`config.mk`:
```
export PLATFORM = sky130hd
export DESIGN_NAME = button_debouncer
export DESIGN_NICKNAME = d
export VERILOG_FILES = /design/src/hdl/button_debouncer.sv
export SDC_FILE = /design/constraint.sdc
export NUM_CORES = 1
export LEC_CHECK = 0
export BUFFER_PORTS_ARGS = -buffer_cell sky130_fd_sc_hd__clkbuf_2
export CAP_MARGIN = 5
export CORE_MARGIN = 1.5
export CORE_UTILIZATION = 55
export DETAILED_ROUTE_END_ITERATION = 12
export MAX_ROUTING_LAYER = met4
export PLACE_DENSITY = 0.82
export REMOVE_ABC_BUFFERS = 1
export SYNTH_ARGS = -nofsm -noshare
export SYNTH_HDL_FRONTEND = slang
export SYNTH_SLANG_ARGS = --single-unit
export TNS_END_PERCENT = 30
```
`constraint.sdc`:
```
create_clock -name clk_100mhz -period 2.5 [get_ports clk_100mhz]
set_input_delay 0.5 -clock clk_100mhz [delete_from_list [all_inputs] [get_ports clk_100mhz]]
set_output_delay 0.5 -clock clk_100mhz [all_outputs]
set_load 0.01 [all_outputs]
```
`src/hdl/button_debouncer.sv`:
```
`timescale 1ns/10ps

module button_debouncer #(
    parameter int debounce_cycles = 1_000_000
) (
    input  logic clk_100mhz,
    input  logic sys_rst,
    input  logic btn_i,
    output logic press_o
);

    localparam int cnt_w = $clog2(debounce_cycles + 1);

    logic [1:0]       btn_sync;
    logic             clean;       // debounced level
    logic [cnt_w-1:0] stable_cnt;  // cycles the raw level has differed from clean

    always_ff @(posedge clk_100mhz) begin
        if (sys_rst) begin
            btn_sync   <= '0;
            clean      <= 1'b0;
            stable_cnt <= '0;
            press_o    <= 1'b0;
        end else begin
            btn_sync <= {btn_sync[0], btn_i};
            press_o  <= 1'b0;
            if (btn_sync[1] == clean) begin
                stable_cnt <= '0;  // bounce back, start over
            end else if (stable_cnt == cnt_w'(debounce_cycles - 1)) begin
                clean      <= btn_sync[1];
                stable_cnt <= '0;
                press_o    <= btn_sync[1];  // pulse on rising clean level only
            end else begin
                stable_cnt <= stable_cnt + 1'b1;
            end
        end
    end

endmodule

```
==> out/results.tsv <==
stage	metric	value	unit
pwr	power_density	585	mW/mm²
routing	drt-vias-per-instance	5.64	
timing	setup_ws	420	ps
clocking	cts_resized	0	
timing	period_minus_slack	2080	ps
grt	grt_antenna_before_repair	0	
grt	grt_usage	0.211	
clocking	worst_skew_pair.late_latency	310	ps
clocking	cts.clk_slew.worst_paths	130	ps
synth	yosys_warnings	0	
pwr	total_leakage_power	0.333	nW
setup_path	cp-start-kind	register	
clocking	htreeDepth	1	
timing	fmaxAchievable	481	MHz
clocking	numClockSinks	24	
grt	grt_start_max_net_pins	21	
placement	place.detailed.hpwl	1300	µm
setup_path	worst-setup-path-type	register to register	
routing	drt_first_iter_violations	15	
placement	detailedPlace.worstSlack	495	ps
grt	overflow	0	
cells_and_area	layout.filler_cells	157	
run	max-cap-violations	0	
clocking	cts.root.buffer_cell	clkbuf_4	
synth	postSynthCellCount	122	
placement	place.gp.congestion	0.874	
grt	first_pass_grt_wire_length	3140	µm
setup_path	crit_arrival	2320	ps
placement	port_buffers	3	
cells_and_area	fin_nets	132	
die	die_width	46.6	µm
grt	via_count_of_the_first_global_routing_pass	783	
die	floorplan.die.height	46.6	µm
worst_hold_path	hold_path.class	input pin to register	
routing	drt_wl_total	1820	µm
timing	final-setup-viol-count	0	
synth	synth.top_cells.by_area	dfxtp_1 (46%), xnor2_1 (7.6%), nor2_1 (5.0%)	
timing	headroom_to_the_max_slew_limit	0.692	
die	core_region_area	0.00175	mm²
clocking	cts_tree	yes	
die	initial_utilization	0.598	
synth	synthDistinctLibCells	25	
routing	routed-wl-met3	96	µm
die	die_area	0.00217	mm²
timing	period_share	0.832	
cells_and_area	layout-area-overhead-vs-synth	8.99	%
routing	top_metal_layer_carrying_routed_signals	met4	
synth	number_of_enable_type_register_cells_in_the_synthesized_netlist	0	
timing	finalHoldViolations	0	
synth	yosys.area.top_type	dfxtp_1	
timing	finalSetupTns	0	ps
routing	antenna_violating_nets_post_route	0	
clocking	cts_inserted_buffers	3	
synth	yosys_register_bits	24	
setup_path	r2r_setup_slack	420	ps
cells_and_area	area_of_combinational_cells_with_multiple_inputs	536	µm²
cells_and_area	diodes	0	
synth	postSynthAreaPerCell	8.55	µm²
timing	drv_slew	0	
clocking	number_of_setup_buffers_added_after_cts	0	
cells_and_area	seqCellArea	480	µm²
routing	first_pass_iteration_count_of_the_detailed_router	4	
setup_path	worst-path-max-fanout	7	
die	num_rows	15	
synth	synth_area	0.00104	mm²
routing	detailroute.wirelength.met2	840	µm
clocking	clockBufferDepth	2	
setup_path	worst_ep_required_time	2740	ps
status	run_status	completed	
synth	post_synthesis_sequential_area_ratio	0.460	
cells_and_area	layout-drive-gt1-share	0.0787	
routing	detail_route.wl_per_cell	12.0	µm
timing	worstMarginPinSlew	456	ps
clocking	cts_hold_bufs	0	
synth	synth_top_cell_area_share	0.460	
pwr	fin_total_pwr	0.666	mW
routing	detailroute.via_count	858	
routing	detail_route.drc_violations	0	
pwr	vdd.ir_drop.worst	0.321	mV
timing	post_route_clock_skew	8.38	ps
die	ios	4	
setup_path	critical_path_capture_point_type	register	
synth	async_set_reset_flop_share_out_of_synthesis	0	
routing	drt-met1-wl	856	µm
timing	unrepaired_setup_endpoints_after_global_routing	no	
timing	final.hold.worst_slack	395	ps
synth	synth_flop_cell	dfxtp_1	
## metrics by stage
| step | util | instance area, µm² | std cells |
|---|---|---|---|
| global route | 0.652 | 1140 | 152 |
| CTS | 0.652 | 1140 | 152 |
| global placement | 0.622 | 1080 | 148 |
| detailed placement | 0.622 | 1080 | 148 |
| floorplan | - | 1030 | 119 |
| finish | 0.652 | 1140 | 152 |
## cell usage after synthesis, types with 2 or more instances
| cell type | number |
|---|---|
| nand4_1 | 3 |
| nor2b_1 | 3 |
| nand3_1 | 8 |
| or3_1 | 7 |
| xnor2_1 | 9 |
| o21ai_0 | 9 |
| nand4b_1 | 2 |
| inv_1 | 4 |
| a21oi_1 | 8 |
| nor3_1 | 3 |
| or4_1 | 2 |
| nor4_1 | 4 |
| nor2_1 | 14 |
| xor2_1 | 3 |
| nand2_1 | 9 |
| dfxtp_1 | 24 |
| clkbuf_1 | 2 |
## flip-flops by register name, summed over array words and instances, names as in the netlist
signal / flops
btn_sync: 2
press_o: 1
clean: 1
stable_cnt: 20
## layout make-up
class,count,share of cell area
clock buffer,3,0.0198
clock inverter,1,0.0264
inverter,4,0.0132
multi-input combinational,91,0.471
sequential,24,0.422
tap,25,0.0275
timing repair buffer,4,0.0198
## cells in the final DEF (no fill, tap or decap), types with 2 or more instances in the layout
cell type,netlist,layout
inv_1,4,4
clkbuf_2,1,3
nand4_1,3,3
nor3_1,3,3
nand4b_1,2,2
o21ai_0,9,8
xnor2_1,9,9
nor2_1,14,14
xor2_1,3,3
clkbuf_4,0,3
dfxtp_1,24,24
or4_1,2,2
or3_1,7,7
nor4_1,4,4
nor2b_1,3,3
nand3_1,8,8
nand2_1,9,9
a21oi_1,8,8
## path summary, 6_finish.rpt
| check | endpoint | depth (start not counted) | startpoint |
|---|---|---|---|
| max | stable_cnt[14] | 5 | stable_cnt[0] |
| min | clean | 2 | sys_rst |
| min reg2reg | btn_sync[1] | 1 | btn_sync[0] |
| max reg2reg | stable_cnt[14] | 5 | stable_cnt[0] |
## power breakdown
| part | total, mW | switching (mW) | internal (mW) |
|---|---|---|---|
| Clock | 0.272 | 0.110 | 0.162 |
| Sequential | 0.386 | 0.00117 | 0.384 |
| Combinational | 0.00861 | 0.00502 | 0.00359 |
## routing by layer
layer	vias to the layer above	GRT usage
li1	440	-
met1	385	0.258
met2	28	0.331
met3	5	0.0314
met4	0	0.114
met5	-	-
## cells by family (layout without fill, tap and decap cells)
family                     after synthesis  in the layout  synth area share
buffers and inverters                    7             12            0.0264
xor gates and xnor gates                12             12             0.101
adders and majority gates                1              1            0.0120
DFF                                     24             24             0.460
AOI/OAI and AO/OA                       17             17            0.0815
and+or+nand+nor                         61             61             0.319
## worst max-delay path, cell delays in order (launching register included)
cell,delay [ps]
dfxtp_1,420
ha_1,270
nand4_2,140
or4_1,650
or3_1,380
a21oi_1,150
No activity file was read; power rests on OpenSTA's default activity.
