[src/hdl/sift_pkg.sv]
package sift_pkg;

    // frame geometry
    localparam int img_width  = 64;
    localparam int img_height = 64;
    localparam int img_pixels = img_width * img_height;  // bytes per frame

    localparam int bit_depth  = 8;                       // greyscale
    localparam int addr_bits  = $clog2(img_pixels);

    // one pixel, also one uart byte
    typedef logic [bit_depth-1:0] pixel_t;

    // linear address into the frame
    typedef logic [addr_bits-1:0] pixel_addr_t;

    // received byte, valid high for a single cycle
    typedef struct packed {
        logic   valid;
        pixel_t data;
    } rx_beat_t;

    // sender fsm
    typedef enum logic [2:0] {
        st_idle,
        st_fetch,   // read request plus read latency
        st_start,
        st_data,
        st_stop
    } sender_state_t;

endpackage

[src/hdl/uart_rx.sv]
`timescale 1ns/10ps

module uart_rx import sift_pkg::*; #(
    parameter int clks_per_baud = 50
) (
    input  logic     clk_100mhz,
    input  logic     sys_rst,
    input  logic     rxd_i,
    output rx_beat_t beat_o
);

    localparam int cnt_w = $clog2(clks_per_baud + 1);

    logic [1:0]       rxd_sync;  // two flop synchronizer
    logic             rxd_prev;
    logic             busy;
    logic [3:0]       bit_idx;   // 0 start, 1..8 data, 9 stop
    logic [cnt_w-1:0] baud_cnt;
    pixel_t           rx_byte;

    always_ff @(posedge clk_100mhz) begin
        if (sys_rst) begin
            rxd_sync     <= 2'b11;  // line idles high
            rxd_prev     <= 1'b1;
            busy         <= 1'b0;
            bit_idx      <= '0;
            baud_cnt     <= '0;
            beat_o.valid <= 1'b0;
        end else begin
            rxd_sync     <= {rxd_sync[0], rxd_i};
            rxd_prev     <= rxd_sync[1];
            beat_o.valid <= 1'b0;
            if (!busy) begin
                if (rxd_prev && !rxd_sync[1]) begin  // falling start edge
                    busy     <= 1'b1;
                    bit_idx  <= '0;
                    baud_cnt <= cnt_w'(clks_per_baud / 2 - 1);  // aim mid-bit
                end
            end else if (baud_cnt != '0) begin
                baud_cnt <= baud_cnt - 1'b1;
            end else begin
                baud_cnt <= cnt_w'(clks_per_baud - 1);
                bit_idx  <= bit_idx + 1'b1;
                if (bit_idx == 4'd0) begin
                    busy <= ~rxd_sync[1];  // glitch, not a real start bit
                end else if (bit_idx == 4'd9) begin
                    busy <= 1'b0;
                    if (rxd_sync[1]) begin  // framing error drops the byte
                        beat_o.valid <= 1'b1;
                        beat_o.data  <= rx_byte;
                    end
                end else begin
                    rx_byte <= {rxd_sync[1], rx_byte[bit_depth-1:1]};  // lsb first
                end
            end
        end
    end

    // the frame buffer writes once per beat, so a beat must never stretch
    assert property (@(posedge clk_100mhz) disable iff (sys_rst)
        beat_o.valid |=> !beat_o.valid);

endmodule

[config.mk]
export PLATFORM = sky130hd
export DESIGN_NAME = uart_rx
export DESIGN_NICKNAME = d
export VERILOG_FILES = /design/src/hdl/sift_pkg.sv /design/src/hdl/uart_rx.sv
export SDC_FILE = /design/constraint.sdc
export NUM_CORES = 1
export LEC_CHECK = 0
export BUFFER_PORTS_ARGS = -buffer_cell sky130_fd_sc_hd__buf_2
export CORE_MARGIN = 2
export CORE_UTILIZATION = 45
export CTS_BUF_LIST = sky130_fd_sc_hd__clkbuf_16
export DETAILED_ROUTE_END_ITERATION = 16
export GPL_ROUTABILITY_DRIVEN = 0
export PLACE_DENSITY_LB_ADDON = 0.05
export SLEW_MARGIN = 20
export SYNTH_ARGS = -nofsm -noshare
export SYNTH_HDL_FRONTEND = slang
export SYNTH_SLANG_ARGS = --single-unit
[constraint.sdc]
create_clock -name clk_100mhz -period 3.33 [get_ports clk_100mhz]
set_clock_uncertainty 0.1 [all_clocks]
set_input_delay 0.666 -clock clk_100mhz [delete_from_list [all_inputs] [get_ports clk_100mhz]]
set_output_delay 0.666 -clock clk_100mhz [all_outputs]
set_load 0.02 [all_outputs]
==> qor.yml <==
required_ns: 3.21
maxUsedRoutingLayer: "met4"
reg2reg_to: "beat_o[5]"
overflow: 0
die_y_um: 56.9
finish.instance_area_um2: 1490
wl_met3_um: 97
ios: 12
startpoint_type: "flop"
clkTransAtPathRegs_ns: 0.04
synth_nets: 113
fmax_mhz: 522
numCtsBuffers: 5
track_usage_pct: 14.6
tns_ns: 0
cts_tree: "done"
p_sw_mw: 0.183
synth_top_flop_cell: "edfxtp_1"
coreArea_um2: 2710
holdBufCountCts: 0
drt_wl_total_mm: 2.03
clkPwrFrac_pct: 46.6
io_buffers: 11
worstMarginPinSlew_ns: 0.464
rsz0062_at_grt: "false"
min_period_over_period_pct: 57.5
avgSynthCellArea_um2: 12.0
synth_top_area_share_pct: 38.2
finalCriticalPeriod_ns: 1.92
rrSetupSlack_ns: 1.41
cts_buffer_depth: 2
cts_max_level: 2
drtIter0Drc: 7
p_leak_nw: 0.548
dr.pass1.iters: 4
rr_startpoint: "baud_cnt[0]"
netlist_area_um2: 1260
hold_path_startpoint: "rxd_sync[0]"
synth_cells: 105
die_x_um: 56.9
layout-drive-gt1-share_pct: 22.8
synthArstFlopShare_pct: 0
clk_latency_ns: 0.27
hold_path_class: "flop to flop"
ff2ff_path_depth: 6
ys_top_cells_by_area: "edfxtp_1, dfxtp_1, ha_1"
yosysSeqAreaShare_pct: 62.0
ys_types: 34
maxCapViolations: 0
setup_viol: 0
ys_ff_latch: 31
dr_wl_met2_um: 919
ys_top_cells_by_count: "edfxtp_1, dfxtp_1, a21oi_1"
vias_per_cell: 5.23
antenna_found_initial: 0
cts_resized: 0
die_area_um2: 3240
n_antenna_cell: 0
status: "completed"
p_sw_share_pct: 20.8
setup_slack_ns: 1.41
cts_setup_buffers: 0
hold_depth: 1
fin_hold_ws_ns: 0.309
vias: 806
synth-edff-count: 16
grt_max_degree: 18
row_count: 19
grt_pass1_wl_mm: 3.41
hold_violations: 0
first_global_vias: 743
power_density_nw_per_um2: 594
synth_area_leader_cell: "edfxtp_1"
wire_per_inst_um: 13.2
maxSlewHeadroom_pct: 69.1
ys.warnings.count: 0
slew_viol_final: 0
yosysMostFrequentCell: "edfxtp_1"
route.detailed.drc: 0
cts.sink_count: 31
pre_cts_ws_ns: 1.40
combPwrFrac_pct: 5.9
start_util_pct: 46.4
place_hpwl_mm: 1.42
placed_cell_area_um2: 1350
holdPathEnd: "rxd_sync[1]"
antenna_left: 0
met1Wirelength_um: 962
area_delta_synth_final_pct: 18.0
critPathKind: "flop to flop"
arrival_ns: 1.79
vdd_ir_drop_max_mv: 0.449
cp-end-kind: "flop"
seqPwrFrac_pct: 47.5
p_int_mw: 0.698
layout.nets: 130
cp_max_fo: 8
cts_root_buf: "clkbuf_16"
-- area by class of cell --
| class | instances | area, µm² |
|---|---|---|
| Clock buffer | 5 | 125 |
| Fill cell | 249 | 1220 |
| Inverter | 6 | 22.5 |
| Clock inverter | 3 | 12.5 |
| Timing Repair Buffer | 13 | 70.1 |
| Sequential cell | 31 | 781 |
| Multi-Input combinational cell | 65 | 435 |
| Tap cell | 31 | 38.8 |
-- layout by cell type, fill, tap and decap left out, types with 2 or more instances in the layout --
| master | instances |
|---|---|
| inv_1 | 7 |
| dfxtp_1 | 15 |
| buf_4 | 2 |
| edfxtp_1 | 16 |
| nand2b_1 | 2 |
| or3_1 | 2 |
| nor2_1 | 5 |
| a21oi_1 | 8 |
| nor3_1 | 2 |
| nand3b_1 | 3 |
| ha_1 | 5 |
| a31oi_1 | 4 |
| o21a_1 | 2 |
| or2_2 | 4 |
| nand2_1 | 7 |
| nor4_1 | 2 |
| clkbuf_16 | 5 |
| nand3_1 | 4 |
| buf_2 | 11 |
-- power by group through the flow --
stage	clock (mW)	sequential, mW	combinational [mW]
after detailed placement	0	0.425	0.0520
after CTS	0.426	0.418	0.0523
final	0.411	0.418	0.0521
after floorplan	0	0.422	0.0451
after global routing	0.447	0.419	0.0601
after global placement	0	0.425	0.0529
-- metrics by stage --
step                std cells  power, mW  utilization, %
global route              154      0.926            54.8
detailed placement        146      0.478            49.7
floorplan                 105      0.467               -
finish                    154      0.882            54.8
global placement          146      0.478            49.7
CTS                       154      0.896            54.8
-- worst max-delay path by stage --
| stage | start | endpoint | slack (ns) | depth (start not counted) |
|---|---|---|---|---|
| 6_report | baud_cnt[0] | beat_o[5] | 1.41 | 6 |
| 5_1_grt | baud_cnt[0] | beat_o[6] | 1.15 | 6 |
| 4_1_cts | baud_cnt[0] | beat_o[6] | 1.39 | 6 |
| 3_5_place_dp | baud_cnt[0] | beat_o[7] | 1.40 | 6 |
| 3_3_place_gp | baud_cnt[0] | beat_o[7] | 1.49 | 6 |
| 2_1_floorplan | baud_cnt[0] | beat_o[0] | 1.02 | 5 |
-- routing by layer --
layer,up-vias,track usage (%)
met3,6,7.14
met5,-,0
met1,372,18.1
met4,0,7.97
met2,11,20.7
li1,417,-
-- sequential cells by signal (all words and copies together) (netlist names) --
name,count
rxd_prev,1
baud_cnt,6
rx_byte,8
beat_o,9
busy,1
bit_idx,4
rxd_sync,2
-- worst max-delay path, stage by stage, from the launching register on --
cell     delay [ns]
dfxtp_1        0.34
inv_1          0.09
ha_1           0.17
nor3b_2        0.27
nand2_2        0.12
nor4_1         0.30
buf_4          0.23
-- cell families after synthesis --
logic type	count (synthesis)	synth area share [%]
fa+ha+maj	5	4.97
mux	1	0.795
buf+inv	9	3.38
compound gates	21	10.7
flops	31	62.0
simple gates	38	18.1
Power figures use the tool's default switching activity.
