<file path="config.mk">
export PLATFORM = sky130hd
export DESIGN_NAME = image_sender
export DESIGN_NICKNAME = d
export VERILOG_FILES = /design/src/hdl/sift_pkg.sv /design/src/hdl/image_sender.sv
export SDC_FILE = /design/constraint.sdc
export NUM_CORES = 1
export LEC_CHECK = 0
export ABC_AREA = 1
export BUFFER_PORTS_ARGS = -buffer_cell sky130_fd_sc_hd__buf_4
export CAP_MARGIN = 10
export CORE_AREA = 8 8 66 68
export DETAILED_ROUTE_END_ITERATION = 8
export DIE_AREA = 0 0 74 76
export PLACE_DENSITY = 0.82
export SLEW_MARGIN = 20
export SYNTH_ARGS = -nofsm -noshare
export SYNTH_HDL_FRONTEND = slang
export SYNTH_SLANG_ARGS = --single-unit
</file>
<file path="constraint.sdc">
create_clock -name clk_100mhz -period 3.6 [get_ports clk_100mhz]
set_input_delay 0.36 -clock clk_100mhz [delete_from_list [all_inputs] [get_ports clk_100mhz]]
set_output_delay 0.36 -clock clk_100mhz [all_outputs]
set_load 0.005 [all_outputs]
</file>
<file path="src/hdl/sift_pkg.sv">
package sift_pkg;

    // frame geometry
    localparam int img_width  = 64;
    localparam int img_height = 64;
    localparam int img_pixels = img_width * img_height;  // bytes per frame

    localparam int bit_depth  = 8;                       // greyscale
    localparam int addr_bits  = $clog2(img_pixels);

    // one pixel, also one uart byte
    typedef logic [bit_depth-1:0] pixel_t;

    // linear address into the frame
    typedef logic [addr_bits-1:0] pixel_addr_t;

    // received byte, valid high for a single cycle
    typedef struct packed {
        logic   valid;
        pixel_t data;
    } rx_beat_t;

    // sender fsm
    typedef enum logic [2:0] {
        st_idle,
        st_fetch,   // read request plus read latency
        st_start,
        st_data,
        st_stop
    } sender_state_t;

endpackage

</file>
<file path="src/hdl/image_sender.sv">
`timescale 1ns/10ps

module image_sender import sift_pkg::*; #(
    parameter int clks_per_baud = 50
) (
    input  logic        clk_100mhz,
    input  logic        sys_rst,
    input  logic        press_i,
    input  logic        frame_full_i,
    output logic        rd_en_o,
    output pixel_addr_t rd_addr_o,
    input  pixel_t      rd_data_i,
    output logic        txd_o,
    output logic        sending_o
);

    localparam int cnt_w = $clog2(clks_per_baud + 1);

    sender_state_t    state;
    pixel_addr_t      addr;
    logic [cnt_w-1:0] baud_cnt;
    logic [2:0]       bit_idx;
    pixel_t           tx_byte;   // shifted out lsb first

    assign rd_en_o   = (state == st_fetch);
    assign rd_addr_o = addr;

    always_ff @(posedge clk_100mhz) begin
        if (sys_rst) begin
            state     <= st_idle;
            addr      <= '0;
            baud_cnt  <= '0;
            bit_idx   <= '0;
            txd_o     <= 1'b1;
            sending_o <= 1'b0;
        end else begin
            case (state)
                st_idle: begin
                    txd_o <= 1'b1;
                    if (press_i && frame_full_i) begin
                        state     <= st_fetch;
                        sending_o <= 1'b1;
                        baud_cnt  <= cnt_w'(1);  // two cycles in fetch
                    end
                end
                st_fetch: begin
                    if (baud_cnt != '0) begin
                        baud_cnt <= baud_cnt - 1'b1;
                    end else begin
                        // read data valid now
                        tx_byte  <= rd_data_i;
                        txd_o    <= 1'b0;  // start bit
                        baud_cnt <= cnt_w'(clks_per_baud - 1);
                        state    <= st_start;
                    end
                end
                st_start: begin
                    if (baud_cnt != '0) begin
                        baud_cnt <= baud_cnt - 1'b1;
                    end else begin
                        txd_o    <= tx_byte[0];
                        tx_byte  <= tx_byte >> 1;
                        bit_idx  <= '0;
                        baud_cnt <= cnt_w'(clks_per_baud - 1);
                        state    <= st_data;
                    end
                end
                st_data: begin
                    if (baud_cnt != '0) begin
                        baud_cnt <= baud_cnt - 1'b1;
                    end else begin
                        baud_cnt <= cnt_w'(clks_per_baud - 1);
                        if (bit_idx == 3'd7) begin
                            txd_o <= 1'b1;  // stop bit
                            state <= st_stop;
                        end else begin
                            txd_o   <= tx_byte[0];
                            tx_byte <= tx_byte >> 1;
                            bit_idx <= bit_idx + 1'b1;
                        end
                    end
                end
                st_stop: begin
                    if (baud_cnt != '0) begin
                        baud_cnt <= baud_cnt - 1'b1;
                    end else begin
                        addr <= addr + 1'b1;  // wraps to 0 after the last pixel
                        if (addr == pixel_addr_t'(img_pixels - 1)) begin
                            state     <= st_idle;
                            sending_o <= 1'b0;
                        end else begin
                            state    <= st_fetch;
                            baud_cnt <= cnt_w'(1);
                        end
                    end
                end
                default: state <= st_idle;
            endcase
        end
    end

    // line must rest high between frames
    assert property (@(posedge clk_100mhz) disable iff (sys_rst)
        (state == st_idle) |-> txd_o);

endmodule

</file>
==> results.py, run 1 <==
metrics = {
    "sta": {
        "slew_headroom_pct": 34.4,
        "achievable-frequency_mhz": 486,
        "worst_path_setup_slack_after_routing_ps": 1540,
        "slew_viol_final": 0,
        "setup_violations": 0,
        "setup-tns-final_ps": 0,
        "post-route-period-util_pct": 57.2,
        "grt_setup_unrepaired": "no",
        "measured_slew_at_the_worst_slew_check_pin_ps": 977,
        "period_minus_slack_ps": 2060,
        "hold_viol": 0,
        "skew_ps": 13.6,
    },
    "synth": {
        "synth_common_cells": "sky130_fd_sc_hd__nand2_1 (75), sky130_fd_sc_hd__nor2_1 (36), sky130_fd_sc_hd__inv_1 (29), sky130_fd_sc_hd__dfxtp_1 (26), sky130_fd_sc_hd__a21oi_1 (20)",
        "syn_inst": 253,
        "yosys_register_bits": 34,
        "synth-main-ff-cell": "sky130_fd_sc_hd__dfxtp_1",
        "synth_largest_area_cell": "sky130_fd_sc_hd__dfxtp_1",
        "post-synth-top-count-cell": "sky130_fd_sc_hd__nand2_1",
        "synth-async-reset-ratio_pct": 0,
        "netlist_area_before_placement_um2": 1820,
        "synth_top_cells_by_area": "sky130_fd_sc_hd__dfxtp_1 (29%), sky130_fd_sc_hd__nand2_1 (15%), sky130_fd_sc_hd__edfxtp_1 (13%)",
        "synth.yosys.seq_area_share_pct": 41.8,
        "synth-edff-count": 8,
        "share_of_the_synthesized_area_in_the_top_cell_type_pct": 28.6,
        "mappedNetlistNets": 270,
        "yosysWarningCount": 0,
        "mean_post_synth_cell_area_um2": 7.19,
        "synthDistinctLibCells": 23,
    },
    "cells_and_area": {
        "layout.nets": 299,
        "area_delta_synth_final_pct": 16.1,
        "ratio_of_cells_with_drive_above_1_in_the_final_layout_pct": 16.3,
        "area_of_the_multi_input_gates_um2": 927,
        "postLayoutCoreUtil_pct": 61.4,
        "nFillCells": 317,
        "register_area_um2": 761,
        "num_antenna_cells": 0,
        "layout.cells.non_filler": 331,
    },
    "clock_tree": {
        "postCtsSetupRepairBufs": 0,
        "clock_insertion_delay_worst_skew_ps": 340,
        "cts_buffers": 5,
        "cts_root_buf": "sky130_fd_sc_hd__clkbuf_4",
        "tritoncts_clock_tree": "yes",
        "clk_path_buf_depth": 2,
        "cts_sink_count": 34,
        "ctsHtreeMaxLevel": 2,
        "ctsHoldBuffers": 0,
        "cts-resized-gates": 0,
        "path_clk_slew_ps": 110,
    },
    "global_routing": {
        "grt_pass1_wl_um": 6730,
        "grt_start_max_net_pins": 17,
        "grt_antenna_before_repair": 0,
        "grt_remaining_overflow": 0,
        "global_route.usage.total_pct": 14.9,
        "grt_pass1_vias": 1548,
    },
    "setup_path": {
        "critPathRequiredTime_ps": 3570,
        "reg2reg_setup_slack_ps": 1540,
        "rr_worst_depth": 4,
        "critical_path.endpoint_type": "register",
        "critical_path.n_buffers_inverters": 1,
        "crit_path_max_incr_delay_ps": 830,
        "timing.setup.critical_path_class": "register to register",
        "critical_path.cell_chain": "inv_1 > ha_1 > nand3_4 > nor3_1",
        "worstSetupStartpointType": "register",
        "worst_ep_arrival_time_ps": 2030,
        "crit-reg2reg-launch": "baud_cnt[0]$_SDFFE_PP0P_",
        "worst_path_fanout_max": 8,
        "timing.rr.end": "tx_byte[6]$_DFFE_PP_",
        "cp_slowest_cell": "sky130_fd_sc_hd__nor3_1",
        "worst_path_dominant_cell_family": "simple AND/OR/NAND/NOR gates",
    },
    "hold_path": {
        "min_from": "sys_rst",
        "min_delay_path_depth": 2,
        "worstHoldEndpoint": "state[2]$_SDFFE_PP0P_",
        "hold_path.class": "primary input to register",
    },
    "routing": {
        "postRouteWirelength_um": 3740,
        "route.vias.total": 1646,
        "antenna_left": 0,
        "drc_errors": 0,
        "drtPass1Iterations": 4,
        "routedWlPerCell_um": 11.3,
        "drt-initial-drc-count": 134,
        "vias_per_cell": 4.97,
    },
    "power": {
        "power.static_leakage_nw": 0.904,
        "powerDensity_nw_per_um2": 575,
        "peakVddDrop_v": 0.000390,
    },
    "floorplanning": {
        "core.rowCount": 22,
        "core_area_um2": 3440,
        "die_height_um": 76,
        "die_w_um": 74,
        "floorplan.die_area_um2": 5620,
        "pin_count": 27,
        "starting_utilization_of_the_core_area_pct": 52.9,
    },
    "placement": {
        "buffer_ports.inserted": 26,
        "placedCellCount": 323,
        "detailed_place_hpwl_um": 2850,
        "place.gp.congestion": 0.873,
        "pre_cts_slack_ps": 1490,
    },
    "outcome": {
        "status": "finished clean",
    },
    "run": {
        "maxCapViolations": 0,
    },
}
-- power by group --
group | internal [mW] | total [mW] | switching (mW)
combinational | 0.186 | 0.494 | 0.308
sequential | 0.462 | 0.500 | 0.0377
clock | 0.0946 | 0.221 | 0.126
total | 0.743 | 1.21 | 0.472
-- registers in the layout (all words and copies together) (netlist names) --
name	flops
sending_o	1
state	3
baud_cnt	6
txd_o	1
bit_idx	3
tx_byte	8
rd_addr_o	12
-- cells in the final DEF (no fill, tap or decap) --
cell type	instances
sky130_fd_sc_hd__a21oi_1	20
sky130_fd_sc_hd__buf_4	26
sky130_fd_sc_hd__clkbuf_1	1
sky130_fd_sc_hd__clkbuf_4	5
sky130_fd_sc_hd__clkbuf_8	1
sky130_fd_sc_hd__clkinv_2	1
sky130_fd_sc_hd__dfxtp_1	26
sky130_fd_sc_hd__edfxtp_1	8
sky130_fd_sc_hd__ha_1	5
sky130_fd_sc_hd__inv_1	29
sky130_fd_sc_hd__mux2_2	7
sky130_fd_sc_hd__nand2_1	75
sky130_fd_sc_hd__nand2_2	1
sky130_fd_sc_hd__nand3_1	13
sky130_fd_sc_hd__nand3_4	1
sky130_fd_sc_hd__nand4_1	6
sky130_fd_sc_hd__nor2_1	36
sky130_fd_sc_hd__nor2_2	2
sky130_fd_sc_hd__nor2_4	1
sky130_fd_sc_hd__nor3_1	1
sky130_fd_sc_hd__o21ai_0	10
sky130_fd_sc_hd__o21bai_1	1
sky130_fd_sc_hd__or2_0	1
sky130_fd_sc_hd__or2_2	1
sky130_fd_sc_hd__xnor2_1	2
sky130_fd_sc_hd__xor2_1	3
-- worst max-delay path by stage --
stage	startpoint	slack (ps)	cells past startpoint	end
after floorplan	baud_cnt[0]$_SDFFE_PP0P_	1780	4	tx_byte[0]$_DFFE_PP_
after global placement	sys_rst	1540	4	tx_byte[3]$_DFFE_PP_
after detailed placement	sys_rst	1490	4	tx_byte[4]$_DFFE_PP_
after CTS	baud_cnt[0]$_SDFFE_PP0P_	1480	4	tx_byte[6]$_DFFE_PP_
after global routing	baud_cnt[0]$_SDFFE_PP0P_	1310	4	tx_byte[4]$_DFFE_PP_
final	baud_cnt[0]$_SDFFE_PP0P_	1540	4	tx_byte[6]$_DFFE_PP_
-- logic make-up after synthesis --
family                   Yosys count  synth area share [%]
AND/OR/NAND/NOR                  138                  32.1
AO/OA/AOI/OAI                     31                  8.67
adder cells (fa/ha/maj)            5                  3.44
multiplexers                       7                  4.33
XOR/XNOR                           5                  2.41
flip-flops                        34                  41.8
buffers and inverters             33                  7.22
-- layout make-up --
cell class	count	share of cell area [%]
clock buffers	7	2.61
inverters	29	5.15
repair buffers	26	9.24
clock inverters	1	0.237
well taps	48	2.84
flip-flops and latches	34	36.0
multi-input cells	186	43.9
-- layer usage --
metal	global-route usage, %	vias to the layer above	share of wire (%)
li1	-	866	-
met1	18.4	739	46
met2	22.7	36	48
met3	5.79	5	5.4
met4	5.00	0	1.1
met5	0	-	0
-- through the flow --
| stage | hold slack (ps) | total power, mW | area, µm² |
|---|---|---|---|
| floorplan | 444 | 0.885 | 1820 |
| global placement | 461 | 0.993 | 2050 |
| detailed placement | 460 | 1.00 | 2050 |
| CTS | 283 | 1.22 | 2110 |
| global route | 274 | 1.32 | 2110 |
| finish | 294 | 1.21 | 2110 |
Power figures use the tool's default switching activity.
==> run 2, diff against run 1 <==
Settings changed: CORE_AREA 8 8 66 68 to 8 8 69 71, DIE_AREA 0 0 74 76 to 0 0 77 79, PLACE_DENSITY 0.82 to 0.79.
Clock period 3.6 ns to 1.7 ns, I/O delays scaled along.
==> run 2 against run 1 <==
Against the previous run:
- hold slack worse by 130 ps
- final area up 3.6%
- clock skew down 8.8 ps
- clock power rose to 2.5 times the previous value
- die area up 8.2%
- sequential share of layout area down 1.3 points
- register-to-register slack worse by 1400 ps
- global-route usage down 1.1 points
- maximum frequency up 36%
- cell count up 2.4%
- via count up 3.6%
==> results.py, run 2 (synthesis results as in run 1) <==
metrics = {
    "setup_path": {
        "critPathRequiredTime_ps": 1880,
        "worst_ep_arrival_time_ps": 1690,
        "worst_path_fanout_max": 6,
        "cp_slowest_cell": "sky130_fd_sc_hd__dfxtp_1",
        "critical_path.most_common_cell": "sky130_fd_sc_hd__nand2_1",
        "worstSetupStartpointType": "register",
        "critical_path.n_buffers_inverters": 0,
        "worst_path_dominant_cell_family": "simple AND/OR/NAND/NOR gates",
        "critical_path.endpoint_type": "register",
        "crit_path_max_incr_delay_ps": 370,
        "timing.setup.critical_path_class": "register to register",
        "critical_path.cell_chain": "ha_1 > nand2_1 > nor2_1 > nand2_1 > nor2_2 > nand2_1 > nand2_2 > nand2_1 > nand2_1 > nor2_1",
    },
    "routing": {
        "vias_per_cell": 5.03,
        "postRouteWirelength_um": 4070,
        "drc_errors": 0,
        "antenna_left": 0,
        "routedWlPerCell_um": 12.0,
        "route.vias.total": 1706,
        "drt-initial-drc-count": 138,
        "drtPass1Iterations": 5,
    },
    "floorplanning": {
        "core_area_um2": 3800,
        "core.rowCount": 23,
        "die_height_um": 79,
        "starting_utilization_of_the_core_area_pct": 47.9,
        "pin_count": 27,
        "floorplan.die_area_um2": 6080,
        "die_w_um": 77,
    },
    "sta": {
        "achievable-frequency_mhz": 660,
        "setup-tns-final_ps": 0,
        "post-route-period-util_pct": 89.1,
        "hold_viol": 0,
        "slew_viol_final": 0,
        "setup_violations": 0,
        "skew_ps": 4.79,
        "slew_headroom_pct": 80.2,
        "grt_setup_unrepaired": "no",
        "period_minus_slack_ps": 1510,
        "measured_slew_at_the_worst_slew_check_pin_ps": 294,
    },
    "cells_and_area": {
        "ratio_of_cells_with_drive_above_1_in_the_final_layout_pct": 18.3,
        "num_antenna_cells": 0,
        "area_delta_synth_final_pct": 20.3,
        "mostFrequentLayoutCells": "sky130_fd_sc_hd__nand2_1 (75), sky130_fd_sc_hd__nor2_1 (35), sky130_fd_sc_hd__buf_4 (32)",
        "leading_cell_type_in_the_layout_fill_and_taps_excluded": "sky130_fd_sc_hd__nand2_1",
        "number_of_flip_flops_in_the_largest_register": 12,
        "layout.nets": 305,
    },
    "global_routing": {
        "grt_pass1_vias": 1576,
        "grt_remaining_overflow": 0,
        "grt_antenna_before_repair": 0,
        "global_route.usage.total_pct": 13.8,
        "grt_pass1_wl_um": 6930,
        "grt_start_max_net_pins": 17,
    },
    "outcome": {
        "status": "finished clean",
    },
    "power": {
        "p_int_mw": 1.69,
        "post-layout-total-power_mw": 2.72,
        "powerDensity_nw_per_um2": 1240,
        "share_clk_of_total_power_pct": 20.5,
        "total_switching_power_mw": 1.03,
        "power_switching_share_pct": 37.8,
        "peakVddDrop_v": 0.000687,
        "power.static_leakage_nw": 0.943,
        "pwr-share-comb_pct": 40.6,
        "seq_power_share_pct": 38.9,
    },
    "run": {
        "maxCapViolations": 0,
    },
    "clock_tree": {
        "cts_buffers": 5,
        "ctsHoldBuffers": 0,
        "clk_path_buf_depth": 2,
        "postCtsSetupRepairBufs": 0,
        "clock_insertion_delay_worst_skew_ps": 290,
        "cts-resized-gates": 0,
        "tritoncts_clock_tree": "yes",
        "cts_sink_count": 34,
        "path_clk_slew_ps": 70,
        "cts_root_buf": "sky130_fd_sc_hd__clkbuf_8",
        "ctsHtreeMaxLevel": 2,
    },
    "placement": {
        "buffer_ports.inserted": 26,
        "place.gp.congestion": 0.834,
        "detailed_place_hpwl_um": 3060,
    },
    "hold_path": {
        "hold_path.class": "primary input to register",
    },
}
## run 2: power groups by stage
stage	Sequential (mW)	Combinational [mW]	Clock [mW]
2_1_floorplan	1.06	0.824	0
3_3_place_gp	1.07	1.07	0
3_5_place_dp	1.07	1.10	0
4_1_cts	1.06	1.11	0.577
5_1_grt	1.07	1.27	0.600
6_report	1.06	1.10	0.557
## run 2: worst min-delay path: stages
cell                      delay (ps)
sky130_fd_sc_hd__buf_4           110
sky130_fd_sc_hd__nand3_1          70
sky130_fd_sc_hd__a21oi_1          60
## run 2: path summary, 6_finish.rpt
| kind | endpoint | start | cells after the start | slack [ps] |
|---|---|---|---|---|
| min reg2reg | sending_o$_SDFFE_PP0P_ | sending_o$_SDFFE_PP0P_ | 2 | 470 |
| max reg2reg | baud_cnt[0]$_SDFFE_PP0P_ | rd_addr_o[1]$_SDFFE_PP0P_ | 10 | 190 |
| min | sending_o$_SDFFE_PP0P_ | frame_full_i | 3 | 170 |
| max | baud_cnt[0]$_SDFFE_PP0P_ | rd_addr_o[1]$_SDFFE_PP0P_ | 10 | 190 |
## run 2: area by class of cell
type                    instances  area [µm²]
fillers                       388        1610
multi-input cells             186         935
flip-flops and latches         34         761
repair buffers                 32         240
inverters                      29         109
clock buffers                   6        72.6
well taps                      50        62.6
clock inverters                 2        8.76
## run 2: stage by stage
step	utilization, %	hold WS, ps	cell area, µm²	setup WS, ps	cells
after floorplan	-	334	1820	118	253
after global placement	55.4	455	2100	237	331
after detailed placement	55.4	457	2100	192	331
after CTS	57.5	167	2190	161	339
after global routing	57.6	178	2190	15.8	339
final	57.6	168	2190	185	339
## run 2: per-layer routing
layer,track usage (%),routed length (µm),up-vias
li1,-,-,876
met1,16.0,1800,767
met2,23.2,1950,56
met3,4.18,258,7
met4,5.66,67,0
met5,0,0,-
